### config.mk
export PLATFORM = sky130hd
export DESIGN_NAME = huff_sequencer
export DESIGN_NICKNAME = d
export VERILOG_FILES = /design/src/logic/huff_pkg.sv /design/src/logic/huff_table_pkg.sv /design/src/logic/huff_sequencer.sv
export SDC_FILE = /design/constraint.sdc
export NUM_CORES = 1
export LEC_CHECK = 0
export ABC_CLOCK_PERIOD_IN_PS = 3800
export BUFFER_PORTS_ARGS = -buffer_cell sky130_fd_sc_hd__buf_2
export CAP_MARGIN = 10
export CORE_MARGIN = 2
export CORE_UTILIZATION = 49
export CTS_CLUSTER_DIAMETER = 40
export CTS_CLUSTER_SIZE = 20
export DETAILED_ROUTE_END_ITERATION = 12
export PLACE_DENSITY = 0.84
export SETUP_SLACK_MARGIN = 0.3
export SLEW_MARGIN = 10
export SYNTH_ARGS = -nofsm -noshare
export SYNTH_HDL_FRONTEND = slang
export SYNTH_SLANG_ARGS = --single-unit
### constraint.sdc
create_clock -name xclk -period 3.8 [get_ports xclk]
set_input_delay 0.76 -clock xclk [delete_from_list [all_inputs] [get_ports xclk]]
set_output_delay 0.76 -clock xclk [all_outputs]
set_load 0.02 [all_outputs]
### src/logic/huff_pkg.sv
package huff_pkg;

    localparam int TOKEN_W    = 16;               // rll token from zigzag stage
    localparam int VALUE_W    = 12;               // signed coefficient
    localparam int CAT_W      = 4;                // magnitude category / length
    localparam int CODE_W     = 16;               // output word to stuffer
    localparam int FIFO_DEPTH = 16;               // input token buffer
    localparam int FIFO_AW    = $clog2(FIFO_DEPTH);

    // token field positions
    localparam int TOK_COEF_BIT   = 15;           // 1 - coefficient, 0 - control
    localparam int TOK_DC_BIT     = 14;           // coefficient is DC
    localparam int TOK_CHROMA_BIT = 13;           // chroma table, valid on DC
    localparam int TOK_LAST_BIT   = 12;           // last / EOB marker
    localparam int RUN_W          = 4;            // zero run before next AC
    localparam int ZRL_LSB        = 4;            // ZRL count starts here
    localparam int ZRL_W          = 2;            // up to 3 ZRL codes

    typedef enum logic [1:0] {
        TOK_DC,                                   // DC coefficient
        TOK_AC,                                   // AC coefficient
        TOK_RUN,                                  // zero run, maybe with ZRL codes
        TOK_EOB                                   // end of block
    } token_kind_e;

    typedef enum logic [2:0] {
        S_IDLE,                                   // wait for a token
        S_LOOKUP,                                 // table read for DC/AC/EOB
        S_CODE,                                   // huffman code to output
        S_VALUE,                                  // magnitude bits to output
        S_ZRL,                                    // table read for 16-zero code
        S_FLUSH                                   // last word gone, flush stuffer
    } seq_state_e;

    // decode bits 15, 14, 12 into a token kind
    function automatic token_kind_e token_kind(input logic [TOKEN_W-1:0] tok);
        token_kind_e kind;
        if (tok[TOK_COEF_BIT]) kind = tok[TOK_DC_BIT] ? TOK_DC : TOK_AC;
        else kind = tok[TOK_LAST_BIT] ? TOK_EOB : TOK_RUN;
        return kind;
    endfunction

endpackage

### src/logic/huff_table_pkg.sv
package huff_table_pkg;

    localparam int SYM_W      = 8;                // huffman symbol, {run, category}
    localparam int TAB_ADDR_W = SYM_W + 1;        // msb selects chroma half
    localparam int TAB_DEPTH  = 1 << TAB_ADDR_W;  // luma + chroma entries
    localparam int TAB_DATA_W = 20;               // {len[3:0], code[15:0]}
    localparam int TAB_LEN_LSB = 16;              // length field position

    // special symbols
    localparam logic [SYM_W-1:0] SYM_EOB = 8'h00; // end of block
    localparam logic [SYM_W-1:0] SYM_ZRL = 8'hF0; // sixteen zeros

    // DC codes sit at {category, 4'hf}, cells unused by AC symbols
    localparam logic [3:0] DC_COLUMN = 4'hf;

endpackage

### src/logic/huff_sequencer.sv
`timescale 1ns/1ps

module huff_sequencer
    import huff_pkg::*, huff_table_pkg::*;
(
    input  logic                      xclk,         // pixel clock
    input  logic                      rst_n_i,      // sync reset, active low
    input  logic                      fifo_valid_i, // head token present
    input  logic [TOKEN_W-1:0]        fifo_token_i, // head token
    output logic                      fifo_pop_o,   // token consumed this cycle
    output logic                      tab_re_o,     // table read strobe
    output logic [TAB_ADDR_W-1:0]     tab_addr_o,   // {chroma, symbol}
    input  logic [CODE_W-1:0]         tab_code_i,   // valid cycle after tab_re_o
    input  logic [CAT_W-1:0]          tab_len_i,
    output logic signed [VALUE_W-1:0] vle_value_o,  // coefficient to categorize
    input  logic [CAT_W-1:0]          vle_cat_i,    // combinational from vle
    input  logic [CODE_W-1:0]         vle_bits_i,
    input  logic                      rdy_i,        // stuffer ready
    output logic [CODE_W-1:0]         do_o,         // output word
    output logic [CAT_W-1:0]          dl_o,         // word length, 0 means 16
    output logic                      dv_o,         // word valid
    output logic                      flush_o,      // frame done, flush stuffer
    output logic                      last_block_o  // inside last block of frame
);

    seq_state_e                state;
    token_kind_e               kind_q;       // token being encoded
    token_kind_e               pop_kind;     // kind of fifo head
    logic                      chroma_q;     // table half, from DC
    logic signed [VALUE_W-1:0] val_q;        // coefficient of token in flight
    logic [RUN_W-1:0]          run_q;        // zeros before next AC
    logic [ZRL_W-1:0]          zrl_cnt;      // ZRL codes still due
    logic                      last_word_q;  // token in flight closes the frame
    logic [SYM_W-1:0]          sym;          // low table address bits
    logic                      has_value;    // value word follows the code
    logic                      token_done;   // final word of token loads now
    logic                      word_ld;      // output register takes new word
    logic [CODE_W-1:0]         word_code;
    logic [CAT_W-1:0]          word_len;

    assign pop_kind    = token_kind(fifo_token_i);
    assign fifo_pop_o  = (state == S_IDLE) && fifo_valid_i && rdy_i; // frozen on stall
    assign vle_value_o = val_q;
    assign has_value   = ((kind_q == TOK_DC) || (kind_q == TOK_AC)) && (vle_cat_i != '0);
    assign token_done  = ((state == S_CODE) && (kind_q != TOK_RUN) && !has_value) ||
                         (state == S_VALUE);

    // table symbol for the pending lookup
    always_comb begin
        if (state == S_ZRL) begin
            sym = SYM_ZRL;
        end else begin
            case (kind_q)
                TOK_DC:  sym = {vle_cat_i, DC_COLUMN}; // spare AC cells
                TOK_AC:  sym = {run_q, vle_cat_i};     // run/size symbol
                default: sym = SYM_EOB;
            endcase
        end
    end

    assign tab_addr_o = {chroma_q, sym};
    assign tab_re_o   = ((state == S_LOOKUP) || (state == S_ZRL)) && rdy_i; // keep data on stall

    // next output word
    always_comb begin
        word_ld   = 1'b0;
        word_code = tab_code_i;
        word_len  = tab_len_i;
        case (state)
            S_CODE: begin
                word_ld = 1'b1;                    // code from table
            end
            S_VALUE: begin
                word_ld   = 1'b1;
                word_code = vle_bits_i;            // magnitude bits
                word_len  = vle_cat_i;
            end
            default: begin
                word_ld = 1'b0;
            end
        endcase
    end

    always_ff @(posedge xclk) begin
        if (!rst_n_i) begin
            dv_o <= 1'b0;
        end else if (rdy_i) begin
            dv_o <= word_ld;                       // word held while stuffer busy
        end
    end

    always_ff @(posedge xclk) begin
        if (rdy_i && word_ld) begin
            do_o <= word_code;
            dl_o <= word_len;
        end
    end

    always_ff @(posedge xclk) begin
        if (fifo_pop_o) begin
            val_q <= fifo_token_i[VALUE_W-1:0];    // only used for DC/AC
        end
    end

    always_ff @(posedge xclk) begin
        if (!rst_n_i) begin
            state        <= S_IDLE;
            kind_q       <= TOK_EOB;
            chroma_q     <= 1'b0;
            run_q        <= '0;
            zrl_cnt      <= '0;
            last_word_q  <= 1'b0;
            last_block_o <= 1'b0;
            flush_o      <= 1'b0;
        end else if (rdy_i) begin
            case (state)
                S_IDLE: begin
                    if (fifo_valid_i) begin
                        kind_q      <= pop_kind;
                        last_word_q <= last_block_o && (pop_kind != TOK_DC) &&
                                       fifo_token_i[TOK_LAST_BIT];
                        case (pop_kind)
                            TOK_DC: begin
                                chroma_q <= fifo_token_i[TOK_CHROMA_BIT]; // whole block
                                if (fifo_token_i[TOK_LAST_BIT]) begin
                                    last_block_o <= 1'b1;
                                end
                                state <= S_LOOKUP;
                            end
                            TOK_RUN: begin
                                run_q   <= fifo_token_i[RUN_W-1:0];
                                zrl_cnt <= fifo_token_i[ZRL_LSB +: ZRL_W];
                                if (fifo_token_i[ZRL_LSB +: ZRL_W] != '0) begin
                                    state <= S_ZRL;
                                end
                            end
                            default: begin
                                state <= S_LOOKUP;     // AC or EOB
                            end
                        endcase
                    end
                end
                S_LOOKUP: begin
                    state <= S_CODE;
                end
                S_ZRL: begin
                    state <= S_CODE;
                end
                S_CODE: begin
                    if (kind_q == TOK_RUN) begin
                        zrl_cnt <= zrl_cnt - 1'b1;
                        state   <= (zrl_cnt == 1) ? S_IDLE : S_ZRL;
                    end else if (has_value) begin
                        state <= S_VALUE;
                    end
                    if (kind_q == TOK_AC) begin
                        run_q <= '0;                  // run used up by this AC
                    end
                end
                S_FLUSH: begin
                    if (!flush_o) begin
                        flush_o <= 1'b1;              // last word accepted this cycle
                    end else begin
                        flush_o      <= 1'b0;
                        last_block_o <= 1'b0;
                        last_word_q  <= 1'b0;
                        state        <= S_IDLE;
                    end
                end
                default: begin
                    state <= state;                   // S_VALUE, exits below
                end
            endcase
            if (token_done) begin
                state <= last_word_q ? S_FLUSH : S_IDLE;
            end
        end
    end

    a_word_stable: assert property (
        @(posedge xclk) disable iff (!rst_n_i)
        (dv_o && !rdy_i) |=> (dv_o && $stable(do_o) && $stable(dl_o))
    ) else $error("huff_sequencer: output word changed under back-pressure");

    a_flush_no_dv: assert property (
        @(posedge xclk) disable iff (!rst_n_i)
        !(flush_o && dv_o)
    ) else $error("huff_sequencer: flush raised with a word pending");

endmodule

### Word-level counts from Yosys, hierarchy flattened

Index checks and enable logic that the tools add are counted.

* register bits after elaboration: 48
* bits in latches: 0
* memory bits (writable): 0
* memory bits (read-only): 0
* bits of input ports: 60
* word-level logic and storage cells: 100
* memories kept: 0

* $add $sub $neg: 1
* multiply operators: 0
* divide/modulo/power cells: 0
* order comparisons: 0
* equality and inequality tests: 21
* shift-type cells: 0
* mux-type cells: 34
* bitwise operators: 0
* reduce and logical (&&, ||, !) cells: 32

Operators by type and width (number)
* $mux 3: 9
* $mux 16: 1
* $mux 4: 4
* $pmux 8 s2: 1
* $pmux 3 s4: 1
* $reduce_and 6->1: 2
* $reduce_and 5->1: 2
* $logic_and 1x1->1: 9
* $mux 1: 9
* $mux 2: 4
* $mux 8: 1
* $ne 2x1->1 const B: 4
* $ne 2x2->1 const B: 4
* $pmux 4 s2: 1
* $reduce_and 4->1: 2
* $reduce_bool 2->1: 4
* $eq 3x2->1 const B: 2
* $eq 3x3->1 const B: 2
* $ne 3x3->1 const B: 2
* $reduce_bool 5->1: 1
* $eq 2x1->1 const B: 2
* $eq 2x2->1 const B: 2
* $logic_not 2->1: 2
* $ne 4x3->1 const B: 1
* 12 further kinds: 16

### Longest topological paths before layout

Gate-level depths: netlist (run 1).

* depth after elaboration: 8
* mapped depth: 7

### Least setup slack after synthesis (run 1)

Ideal clock, no wire load.

* kind: reg-to-output
* start: register state[0]
* end: output port fifo_pop_o
* data arrival time: 1.366 ns
* required time: 3.040 ns
* slack: 1.674 ns
* cell stages (with the launch flop): 5
* path buffers: 1
* cells stage by stage: dfxtp_1 buf_6 nor3_1 nand3_1 inv_1

* word-level cells in the longest chain between the ends: 3

RTL lines
* start: declaration: line huff_sequencer.sv:26 `seq_state_e state;`
* start signal: assignment: line huff_sequencer.sv:152 `state <= (zrl_cnt == 1) ? S_IDLE : S_ZRL;`
* start signal: assignment: line huff_sequencer.sv:171 `state <= state;`
* start signal: assignment: line huff_sequencer.sv:175 `state <= last_word_q ? S_FLUSH : S_IDLE;`
* $logic_not 3->1: line huff_sequencer.sv:42 `assign fifo_pop_o = (state == S_IDLE) && fifo_valid_i && rdy_i;`
* $logic_and 1x1->1 (2 in a row): line huff_sequencer.sv:42
* end: declaration: line huff_sequencer.sv:10 `output logic fifo_pop_o,`

Every way passes these cells.

### Worst setup path in the final report (run 1)

Same ends and word-level chain as after synthesis.

==> results of run 1 <==
-- critical path, delay by kind of cell, from the launching register on --
family                 cells  cell delay, ps
and+or+nand+nor            2             760
buffers and inverters      3             540
DFF                        1             500
-- synthesized netlist by cell type, drive strengths merged, types with 2 or more instances --
cell | instances | area share, %
a21oi | 8 | 1.7
dfxtp | 16 | 14
nor2b | 7 | 1.9
nand2 | 21 | 3.3
edfxtp | 32 | 41
nand3b | 3 | 0.95
nor3 | 3 | 0.64
nor4 | 2 | 0.53
mux2i | 6 | 2.5
clkbuf | 5 | 2.1
nand3 | 6 | 1.5
o211ai | 5 | 2.4
o21ai | 16 | 3.4
o211a | 2 | 0.85
nand2b | 4 | 1.1
mux2 | 17 | 8.1
nor2 | 9 | 1.4
o21a | 2 | 0.64
or4 | 2 | 0.80
a22oi | 4 | 1.3
a21boi | 2 | 0.64
buf | 7 | 2.7
inv | 6 | 0.95
-- power groups by stage --
| stage | logic, W | registers [W] | clock network (W) |
|---|---|---|---|
| 2_1_floorplan | 0.000240 | 0.000667 | 0 |
| 3_3_place_gp | 0.000313 | 0.000665 | 0 |
| 3_5_place_dp | 0.000319 | 0.000668 | 0 |
| 4_1_cts | 0.000321 | 0.000656 | 0.000303 |
| 5_1_grt | 0.000350 | 0.000665 | 0.000321 |
| 6_report | 0.000319 | 0.000657 | 0.000296 |
-- flip-flops by register name (all words and copies together), names as in the netlist --
name	cells
vle_value_o	12
run_q	4
flush_o	1
dl_o	4
dv_o	1
state	3
zrl_cnt	2
kind_q	2
do_o	16
last_block_o	1
chroma_q	1
last_word_q	1
-- per-stage QoR --
step | cell area, um^2 | worst slack, ps | util (%)
CTS | 2940 | 947 | 62.6
floorplan | 2360 | 1670 | -
finish | 2940 | 946 | 62.6
detailed placement | 2850 | 1300 | 60.7
global placement | 2850 | 1440 | 60.7
global route | 2940 | 707 | 62.6
-- per-layer routing --
metal	wire (um)	GRT usage, %	up-vias
li1	-	-	935
met1	2230	22.8	849
met2	2450	31.7	79
met3	402	5.21	7
met4	95	8.08	0
met5	0	0	-
-- cell families after synthesis --
family	share of synthesized area [%]
AOI/OAI and AO/OA	13.6
xor gates and xnor gates	0.743
and+or+nand+nor	14.5
adders and majority gates	0.530
muxes	10.7
buffers and inverters	5.68
DFF	54.3
-- how the worst max path moves through the flow --
stage | endpoint | slack (ps) | cells after the start
floorplan | fifo_pop_o | 1670 | 4
global placement | fifo_pop_o | 1440 | 5
detailed placement | fifo_pop_o | 1300 | 5
CTS | fifo_pop_o | 950 | 5
global route | fifo_pop_o | 710 | 5
finish | fifo_pop_o | 950 | 5
-- cell type report --
cell class              instances  area [um^2]
multi-input cells             135          943
repair buffers                106          533
inverters                       6         22.5
clock inverters                 3         18.8
fillers                       391         1760
clock buffers                   5         68.8
flip-flops and latches         48         1280
well taps                      54         67.6
==> impl_metrics.env, run 1 <==
export IMPL_yosys_most_used_dff="edfxtp_1"
export IMPL_p_seq_share_pct=51.6
export IMPL_dp_cells=349
export IMPL_syn_inst=201
export IMPL_worst_slew_margin_rel_pct=45.8
export IMPL_synth_seq_area_share_pct=54.3
export IMPL_tightestPinTransition_ps=811
export IMPL_switchingPower_w=0.000401
export IMPL_grt_usage_pct=18.9
export IMPL_min_path_type="reg2reg"
export IMPL_grt_pass1_wl_mm=7.68
export IMPL_wl_per_cell_um=14.5
export IMPL_cp_max_fo=19
export IMPL_p_sw_share_pct=31.5
export IMPL_ir_drop_uv=202
export IMPL_drive_gt1_share_pct=46.5
export IMPL_clockBufferDepth=2
export IMPL_r2r_start="state[1]$_SDFFE_PN0P_"
export IMPL_final_nets=363
export IMPL_hold_path_endpoint="chroma_q$_SDFFE_PN0P_"
export IMPL_dp_hpwl_mm=3.88
export IMPL_ctsResizeCount=0
export IMPL_endpoint_kind="primary output"
export IMPL_cts_tree="yes"
export IMPL_gp_congestion=0.824
export IMPL_fp_dieArea_um2=5380
export IMPL_max_clock_freq_mhz=350
export IMPL_fin_cells=357
export IMPL_async_flop_share_pct=0
export IMPL_min_path_cells=2
export IMPL_final_common_cell="buf_2"
export IMPL_portBuffers=105
export IMPL_r2r_end="do_o[13]$_DFFE_PP_"
export IMPL_dieHeight_um=73.4
export IMPL_cts_setup_buffers=0
export IMPL_rows=25
export IMPL_syn_cell_area_um2=2360
export IMPL_postCtsHoldBufs=0
export IMPL_grt_ovfl_total=0
export IMPL_p_leak_nw=1.30
export IMPL_pwr_share_clk_pct=23.3
export IMPL_power_w=0.00127
export IMPL_num_antenna_cells=0
export IMPL_pwr_share_comb_pct=25.1
export IMPL_crit_arrival_ps=2090
export IMPL_slowest_delay_ps=500
export IMPL_numCtsBuffers=5
export IMPL_rsz0062_at_grt="false"
export IMPL_setup_viol=0
export IMPL_area_growth_pct=24.5
export IMPL_io_pins=106
export IMPL_wl_mm=5.18
export IMPL_grt_max_degree=25
export IMPL_timing_hold_ws_ps=490
export IMPL_netlist_cell_type_count=47
export IMPL_clock_skew_ps=10.5
export IMPL_synth_edf_count=32
export IMPL_drt_iter0_drc=74
export IMPL_final_cell_mix="105 x buf_2, 32 x edfxtp_1, 21 x nand2_1, 17 x mux2_2, 16 x dfxtp_1"
export IMPL_syn_area_per_cell_um2=11.7
export IMPL_slew_viol_final=0
export IMPL_clkSlewWorstSetupHoldPaths_ps=90
export IMPL_antenna_found_initial=0
export IMPL_clkSinkCount=48
export IMPL_drcViolationCount=0
export IMPL_ys_ff_latch=48
export IMPL_crit_chain="nor3_1 -> nand3_1 -> inv_1 -> buf_4 -> buf_2"
export IMPL_maxCapViolations=0
export IMPL_cts_root_buf="clkbuf_8"
export IMPL_avgViaCountPerCell=5.24
export IMPL_p_int_w=0.000871
export IMPL_outcome="complete, no violations"
export IMPL_die_x_um=73.4
export IMPL_num_vias=1870
export IMPL_hold_viol_final=0
export IMPL_period_minus_slack_ps=2850
export IMPL_worstSkewPairLatency_ps=300
export IMPL_fin_crit_sh_pct=75.1
export IMPL_yosysWarnings=0
export IMPL_htree_levels=2
export IMPL_p_per_area_nw_per_um2=433
export IMPL_start_util_pct=50.3
export IMPL_hold_start="chroma_q$_SDFFE_PN0P_"
export IMPL_cp_required_ps=3040
export IMPL_grt_pass1_vias=1664
export IMPL_syn_nets=262
export IMPL_path_class="reg2out"
export IMPL_reg2reg_depth=3
export IMPL_critPathSlowestCell="dfxtp_1"
export IMPL_route_antenna_remaining_nets=0
export IMPL_r2r_setup_slack_ps=1630
export IMPL_fin_setup_tns_ps=0
export IMPL_crit_start="state[0]$_SDFFE_PN0P_"
export IMPL_fp_coreArea_um2=4690
export IMPL_firstDrtPassIters=4
export IMPL_start_kind="flop"
(Power assumes the default switching activity.)
==> run 2: changes to the inputs <==
ABC_CLOCK_PERIOD_IN_PS = 2800   (was 3800)
CORE_UTILIZATION = 47   (was 49)
PLACE_DENSITY = 0.81   (was 0.84)
clock period = 2.8 ns   (was 3.8 ns; I/O delays follow)
==> run 2 against run 1 <==
Net effect: non-clock buffer count is 3 higher; hold slack worse by 62 ps; clock-buffer cell count stayed put; sequential power is 36% higher; via count is 2.5% higher; die area is 4.0% higher; sequential cell count stayed put; first-iteration DRC count is 4.1% lower; critical endpoint is now tab_addr_o[3]; largest power group unchanged; critical path depth stayed put; clock skew is 3.0 ps lower; cell count is 4.5% higher; final area is 1.3% higher.
==> impl_metrics.env, run 2 (same netlist as run 1, synthesis figures left out) <==
export IMPL_hold_viol_final=0
export IMPL_worstSkewPairLatency_ps=300
export IMPL_final_cell_mix="105 x buf_2, 32 x edfxtp_1, 21 x nand2_1, 17 x mux2_2, 16 x dfxtp_1"
export IMPL_final_nets=366
export IMPL_drcViolationCount=0
export IMPL_wl_per_cell_um=14.2
export IMPL_ctsResizeCount=0
export IMPL_outcome="complete, no violations"
export IMPL_antenna_found_initial=0
export IMPL_cp_max_fo=19
export IMPL_p_leak_nw=1.31
export IMPL_start_util_pct=49.3
export IMPL_r2r_setup_slack_ps=830
export IMPL_grt_pass1_wl_mm=8.14
export IMPL_period_minus_slack_ps=2280
export IMPL_grt_max_degree=25
export IMPL_hold_path_endpoint="vle_value_o[9]$_DFFE_PP_"
export IMPL_clkSinkCount=48
export IMPL_start_kind="flop"
export IMPL_clock_skew_ps=7.46
export IMPL_rows=25
export IMPL_tightestPinTransition_ps=660
export IMPL_htree_levels=2
export IMPL_hold_start="fifo_token_i[9]"
export IMPL_largest_reg_flops=16
export IMPL_drt_iter0_drc=71
export IMPL_path_class="reg2out"
export IMPL_num_vias=1917
export IMPL_fin_crit_sh_pct=81.4
export IMPL_gp_congestion=0.872
export IMPL_num_antenna_cells=0
export IMPL_clockBufferDepth=2
export IMPL_slew_viol_final=0
export IMPL_r2r_end="state[1]$_SDFFE_PN0P_"
export IMPL_ir_drop_uv=442
export IMPL_timing_hold_ws_ps=428
export IMPL_clkSlewWorstSetupHoldPaths_ps=90
export IMPL_fp_coreArea_um2=4790
export IMPL_maxCapViolations=0
export IMPL_cts_setup_buffers=0
export IMPL_cts_tree="yes"
export IMPL_avgViaCountPerCell=5.14
export IMPL_min_path_type="in2reg"
export IMPL_dieHeight_um=74.8
export IMPL_place_area_um2=2890
export IMPL_grt_pass1_vias=1817
export IMPL_setup_viol=0
export IMPL_dp_hpwl_mm=4.01
export IMPL_final_util_pct=62.1
export IMPL_fp_dieArea_um2=5600
export IMPL_top_register="do_o"
export IMPL_grt_usage_pct=19.1
export IMPL_cts_root_buf="clkbuf_8"
export IMPL_fin_setup_tns_ps=0
export IMPL_rsz0062_at_grt="false"
export IMPL_r2r_start="state[2]$_SDFFE_PN0P_"
export IMPL_endpoint_kind="primary output"
export IMPL_crit_arrival_ps=1720
export IMPL_reg2reg_depth=5
export IMPL_die_x_um=74.8
export IMPL_drive_gt1_share_pct=47.1
export IMPL_fin_area_um2=2970
export IMPL_final_common_cell="buf_2"
export IMPL_worst_slew_margin_rel_pct=55.6
export IMPL_max_clock_freq_mhz=439
export IMPL_wl_mm=5.30
export IMPL_route_antenna_remaining_nets=0
export IMPL_numCtsBuffers=5
export IMPL_portBuffers=105
export IMPL_p_per_area_nw_per_um2=585
export IMPL_grt_ovfl_total=0
export IMPL_area_growth_pct=26.1
export IMPL_min_path_cells=1
export IMPL_io_pins=106
export IMPL_cp_required_ps=2240
export IMPL_postCtsHoldBufs=0
export IMPL_firstDrtPassIters=5
-- run 2: worst max-delay path by stage --
stage                          start                     to  slack [ps]  depth (start not counted)
2_1_floorplan  state[0]$_SDFFE_PN0P_             fifo_pop_o         870                          4
3_3_place_gp   state[2]$_SDFFE_PN0P_  state[1]$_SDFFE_PN0P_         880                          5
3_5_place_dp            vle_cat_i[1]  state[0]$_SDFFE_PN0P_         810                          6
4_1_cts        state[1]$_SDFFE_PN0P_          tab_addr_o[3]         530                          5
5_1_grt        state[1]$_SDFFE_PN0P_          tab_addr_o[3]         370                          5
6_report       state[1]$_SDFFE_PN0P_          tab_addr_o[3]         520                          5
-- run 2: worst max-delay path, cell delays in order (launching register included) --
cell,delay [ps]
dfxtp_1,730
nor2_1,80
nand2_1,160
nand2b_1,120
a21oi_1,140
buf_2,190
-- run 2: area by class of cell --
class	count	area, um^2
Fill cell	398	1810
Sequential cell	48	1280
Multi-Input combinational cell	135	943
Timing Repair Buffer	109	556
Tap cell	67	83.8
Clock buffer	5	68.8
Inverter	6	22.5
Clock inverter	3	18.8
-- run 2: per-stage QoR --
| step | instances | worst slack (ps) | power (W) |
|---|---|---|---|
| 4_1_cts | 373 | 529 | 0.00176 |
| 3_3_place_gp | 365 | 884 | 0.00134 |
| 2_1_floorplan | 201 | 874 | 0.00123 |
| 3_5_place_dp | 365 | 813 | 0.00135 |
| 5_1_grt | 373 | 373 | 0.00183 |
| 6_report | 373 | 521 | 0.00174 |
-- run 2: report_power, final --
group	internal [W]	switching (W)
logic	0.000195	0.000251
clock network	0.000174	0.000229
registers	0.000824	0.0000675
-- run 2: layer usage --
metal,part of all wire (%),up-vias,global-route usage [%]
met2,49,81,32.9
met1,42,882,23.7
met4,1.8,0,6.75
li1,-,945,-
met5,0,-,0
met3,6.9,9,4.15
==> run 3: changes to the inputs <==
ABC_CLOCK_PERIOD_IN_PS = 2100   (was 2800)
clock period = 2.1 ns   (was 2.8 ns; I/O delays follow)
==> run 3 against run 2 <==
Net effect: sequential power is 31% higher; clock power rose by 41%; clock skew rose by 3.0 ps; setup slack worse by 190 ps; total power grew 42%; combinational power rose by 66%; hold slack worse by 140 ps; die area unchanged; final area up 5.5%; critical path type unchanged; critical endpoint is now fifo_pop_o.
==> impl_metrics.env, run 3 (same netlist as run 1, synthesis figures left out) <==
export IMPL_slowest_delay_ps=370
export IMPL_maxCapViolations=0
export IMPL_largest_reg_flops=16
export IMPL_slew_viol_final=0
export IMPL_p_sw_share_pct=31.2
export IMPL_portBuffers=105
export IMPL_worstSkewPairLatency_ps=300
export IMPL_antenna_found_initial=0
export IMPL_grt_pass1_vias=1837
export IMPL_final_cell_mix="103 x buf_2, 32 x edfxtp_1, 20 x nand2_1, 17 x mux2_2, 17 x buf_4"
export IMPL_p_int_w=0.00171
export IMPL_top_register="do_o"
export IMPL_avgViaCountPerCell=5.14
export IMPL_worst_slew_margin_rel_pct=52.6
export IMPL_r2r_start="state[0]$_SDFFE_PN0P_"
export IMPL_outcome="complete, no violations"
export IMPL_crit_family="buffers and inverters"
export IMPL_drive_gt1_share_pct=51.9
export IMPL_dp_cells=367
export IMPL_start_util_pct=49.3
export IMPL_endpoint_kind="primary output"
export IMPL_die_x_um=74.8
export IMPL_cp_required_ps=1680
export IMPL_crit_chain="buf_4 -> nor3_4 -> nand3_4 -> inv_1 -> buf_4"
export IMPL_io_pins=106
export IMPL_wl_mm=5.65
export IMPL_max_clock_freq_mhz=565
export IMPL_clkSinkCount=48
export IMPL_critPathSlowestCell="dfxtp_4"
export IMPL_fin_ws_ps=331
export IMPL_crit_arrival_ps=1350
export IMPL_setup_viol=0
export IMPL_place_area_um2=2900
export IMPL_num_antenna_cells=0
export IMPL_route_antenna_remaining_nets=0
export IMPL_fin_setup_tns_ps=0
export IMPL_ir_drop_uv=507
export IMPL_worst_path_buf_inv=3
export IMPL_dieHeight_um=74.8
export IMPL_grt_ovfl_total=0
export IMPL_hold_start="fifo_token_i[8]"
export IMPL_place_ws_ps=151
export IMPL_fp_coreArea_um2=4790
export IMPL_hold_viol_final=0
export IMPL_rows=25
export IMPL_rsz0062_at_grt="true"
export IMPL_htree_levels=2
export IMPL_pwr_share_clk_pct=23.0
export IMPL_p_leak_nw=1.39
export IMPL_final_nets=378
export IMPL_firstDrtPassIters=4
export IMPL_dp_hpwl_mm=4.10
export IMPL_numCtsBuffers=5
export IMPL_power_w=0.00248
export IMPL_cts_tree="yes"
export IMPL_min_path_type="in2reg"
export IMPL_switchingPower_w=0.000772
export IMPL_start_kind="flop"
export IMPL_p_seq_share_pct=47.1
export IMPL_clkSlewWorstSetupHoldPaths_ps=90
export IMPL_drcViolationCount=0
export IMPL_grt_pass1_wl_mm=8.36
export IMPL_cp_max_fo=7
export IMPL_crit_top_cell="buf_4"
export IMPL_wl_per_cell_um=14.7
export IMPL_path_class="reg2out"
export IMPL_final_common_cell="buf_2"
export IMPL_postCtsHoldBufs=0
export IMPL_num_vias=1977
export IMPL_crit_start="state[0]$_SDFFE_PN0P_"
export IMPL_fin_crit_sh_pct=84.3
export IMPL_pwr_share_comb_pct=29.9
export IMPL_tightestPinTransition_ps=704
export IMPL_clock_skew_ps=10.5
export IMPL_fin_area_um2=3140
export IMPL_period_minus_slack_ps=1770
export IMPL_grt_max_degree=21
export IMPL_cts_root_buf="clkbuf_8"
export IMPL_grt_usage_pct=19.9
export IMPL_drt_iter0_drc=105
export IMPL_fin_cells=385
export IMPL_gp_congestion=0.894
export IMPL_fp_dieArea_um2=5600
export IMPL_p_per_area_nw_per_um2=790
export IMPL_area_growth_pct=33.0
export IMPL_clockBufferDepth=2
export IMPL_filler_cell_count=389
==> run 3: changes by cell type in the layout (fill, tap and decap cells not counted), moves of 2 or more <==
cell	change
buf_4	+13
dfxtp_1	-5
dfxtp_4	+4
buf_2	-2
clkinv_2	-2
nand3_4	+2
==> run 3: power by group through the flow <==
stage | combinational (W) | sequential [W] | clock, W
CTS | 0.000666 | 0.00117 | 0.000586
detailed placement | 0.000611 | 0.00120 | 0
floorplan | 0.000435 | 0.00121 | 0
global route | 0.000799 | 0.00118 | 0.000627
global placement | 0.000595 | 0.00119 | 0
finish | 0.000741 | 0.00117 | 0.000569
==> run 3: path summary, 6_finish.rpt <==
| kind | to | slack, ps | cells past startpoint |
|---|---|---|---|
| hold / removal | vle_value_o[8]$_DFFE_PP_ | 280 | 1 |
| hold reg to reg | chroma_q$_SDFFE_PN0P_ | 510 | 2 |
| setup / recovery | fifo_pop_o | 330 | 5 |
| setup reg to reg | state[0]$_SDFFE_PN0P_ | 370 | 5 |
==> run 3: what timing repair did <==
action                                  in CTS  in global routing
pin swaps                                    0                  4
buffers inserted                             4                  6
endpoints found under the setup margin      30                 10
gates resized for setup                     10                 10
==> run 3: metrics by stage <==
stage | util, % | hold WS (ps)
2_1_floorplan | - | 458
3_3_place_gp | 60.6 | 480
3_5_place_dp | 60.6 | 490
4_1_cts | 63.8 | 278
5_1_grt | 65.5 | 274
6_report | 65.5 | 285
==> run 3: cell type report <==
class | instances | area (um^2) | share of cell area (%)
flip-flops and latches | 48 | 1300 | 41.4
multi-input cells | 135 | 991 | 31.6
repair buffers | 121 | 648 | 20.7
clock buffers | 7 | 86.3 | 2.75
well taps | 67 | 83.8 | 2.67
inverters | 6 | 22.5 | 0.718
clock inverters | 1 | 7.51 | 0.239
==> run 3: routing by layer <==
metal | wire, um | vias up | part of all wire [%] | track usage [%]
met5 | 0 | - | 0 | 0
li1 | - | 970 | - | -
met4 | 114 | 0 | 2.0 | 8.33
met1 | 2260 | 902 | 40 | 23.9
met2 | 2890 | 92 | 51 | 35.4
met3 | 379 | 13 | 6.7 | 3.08
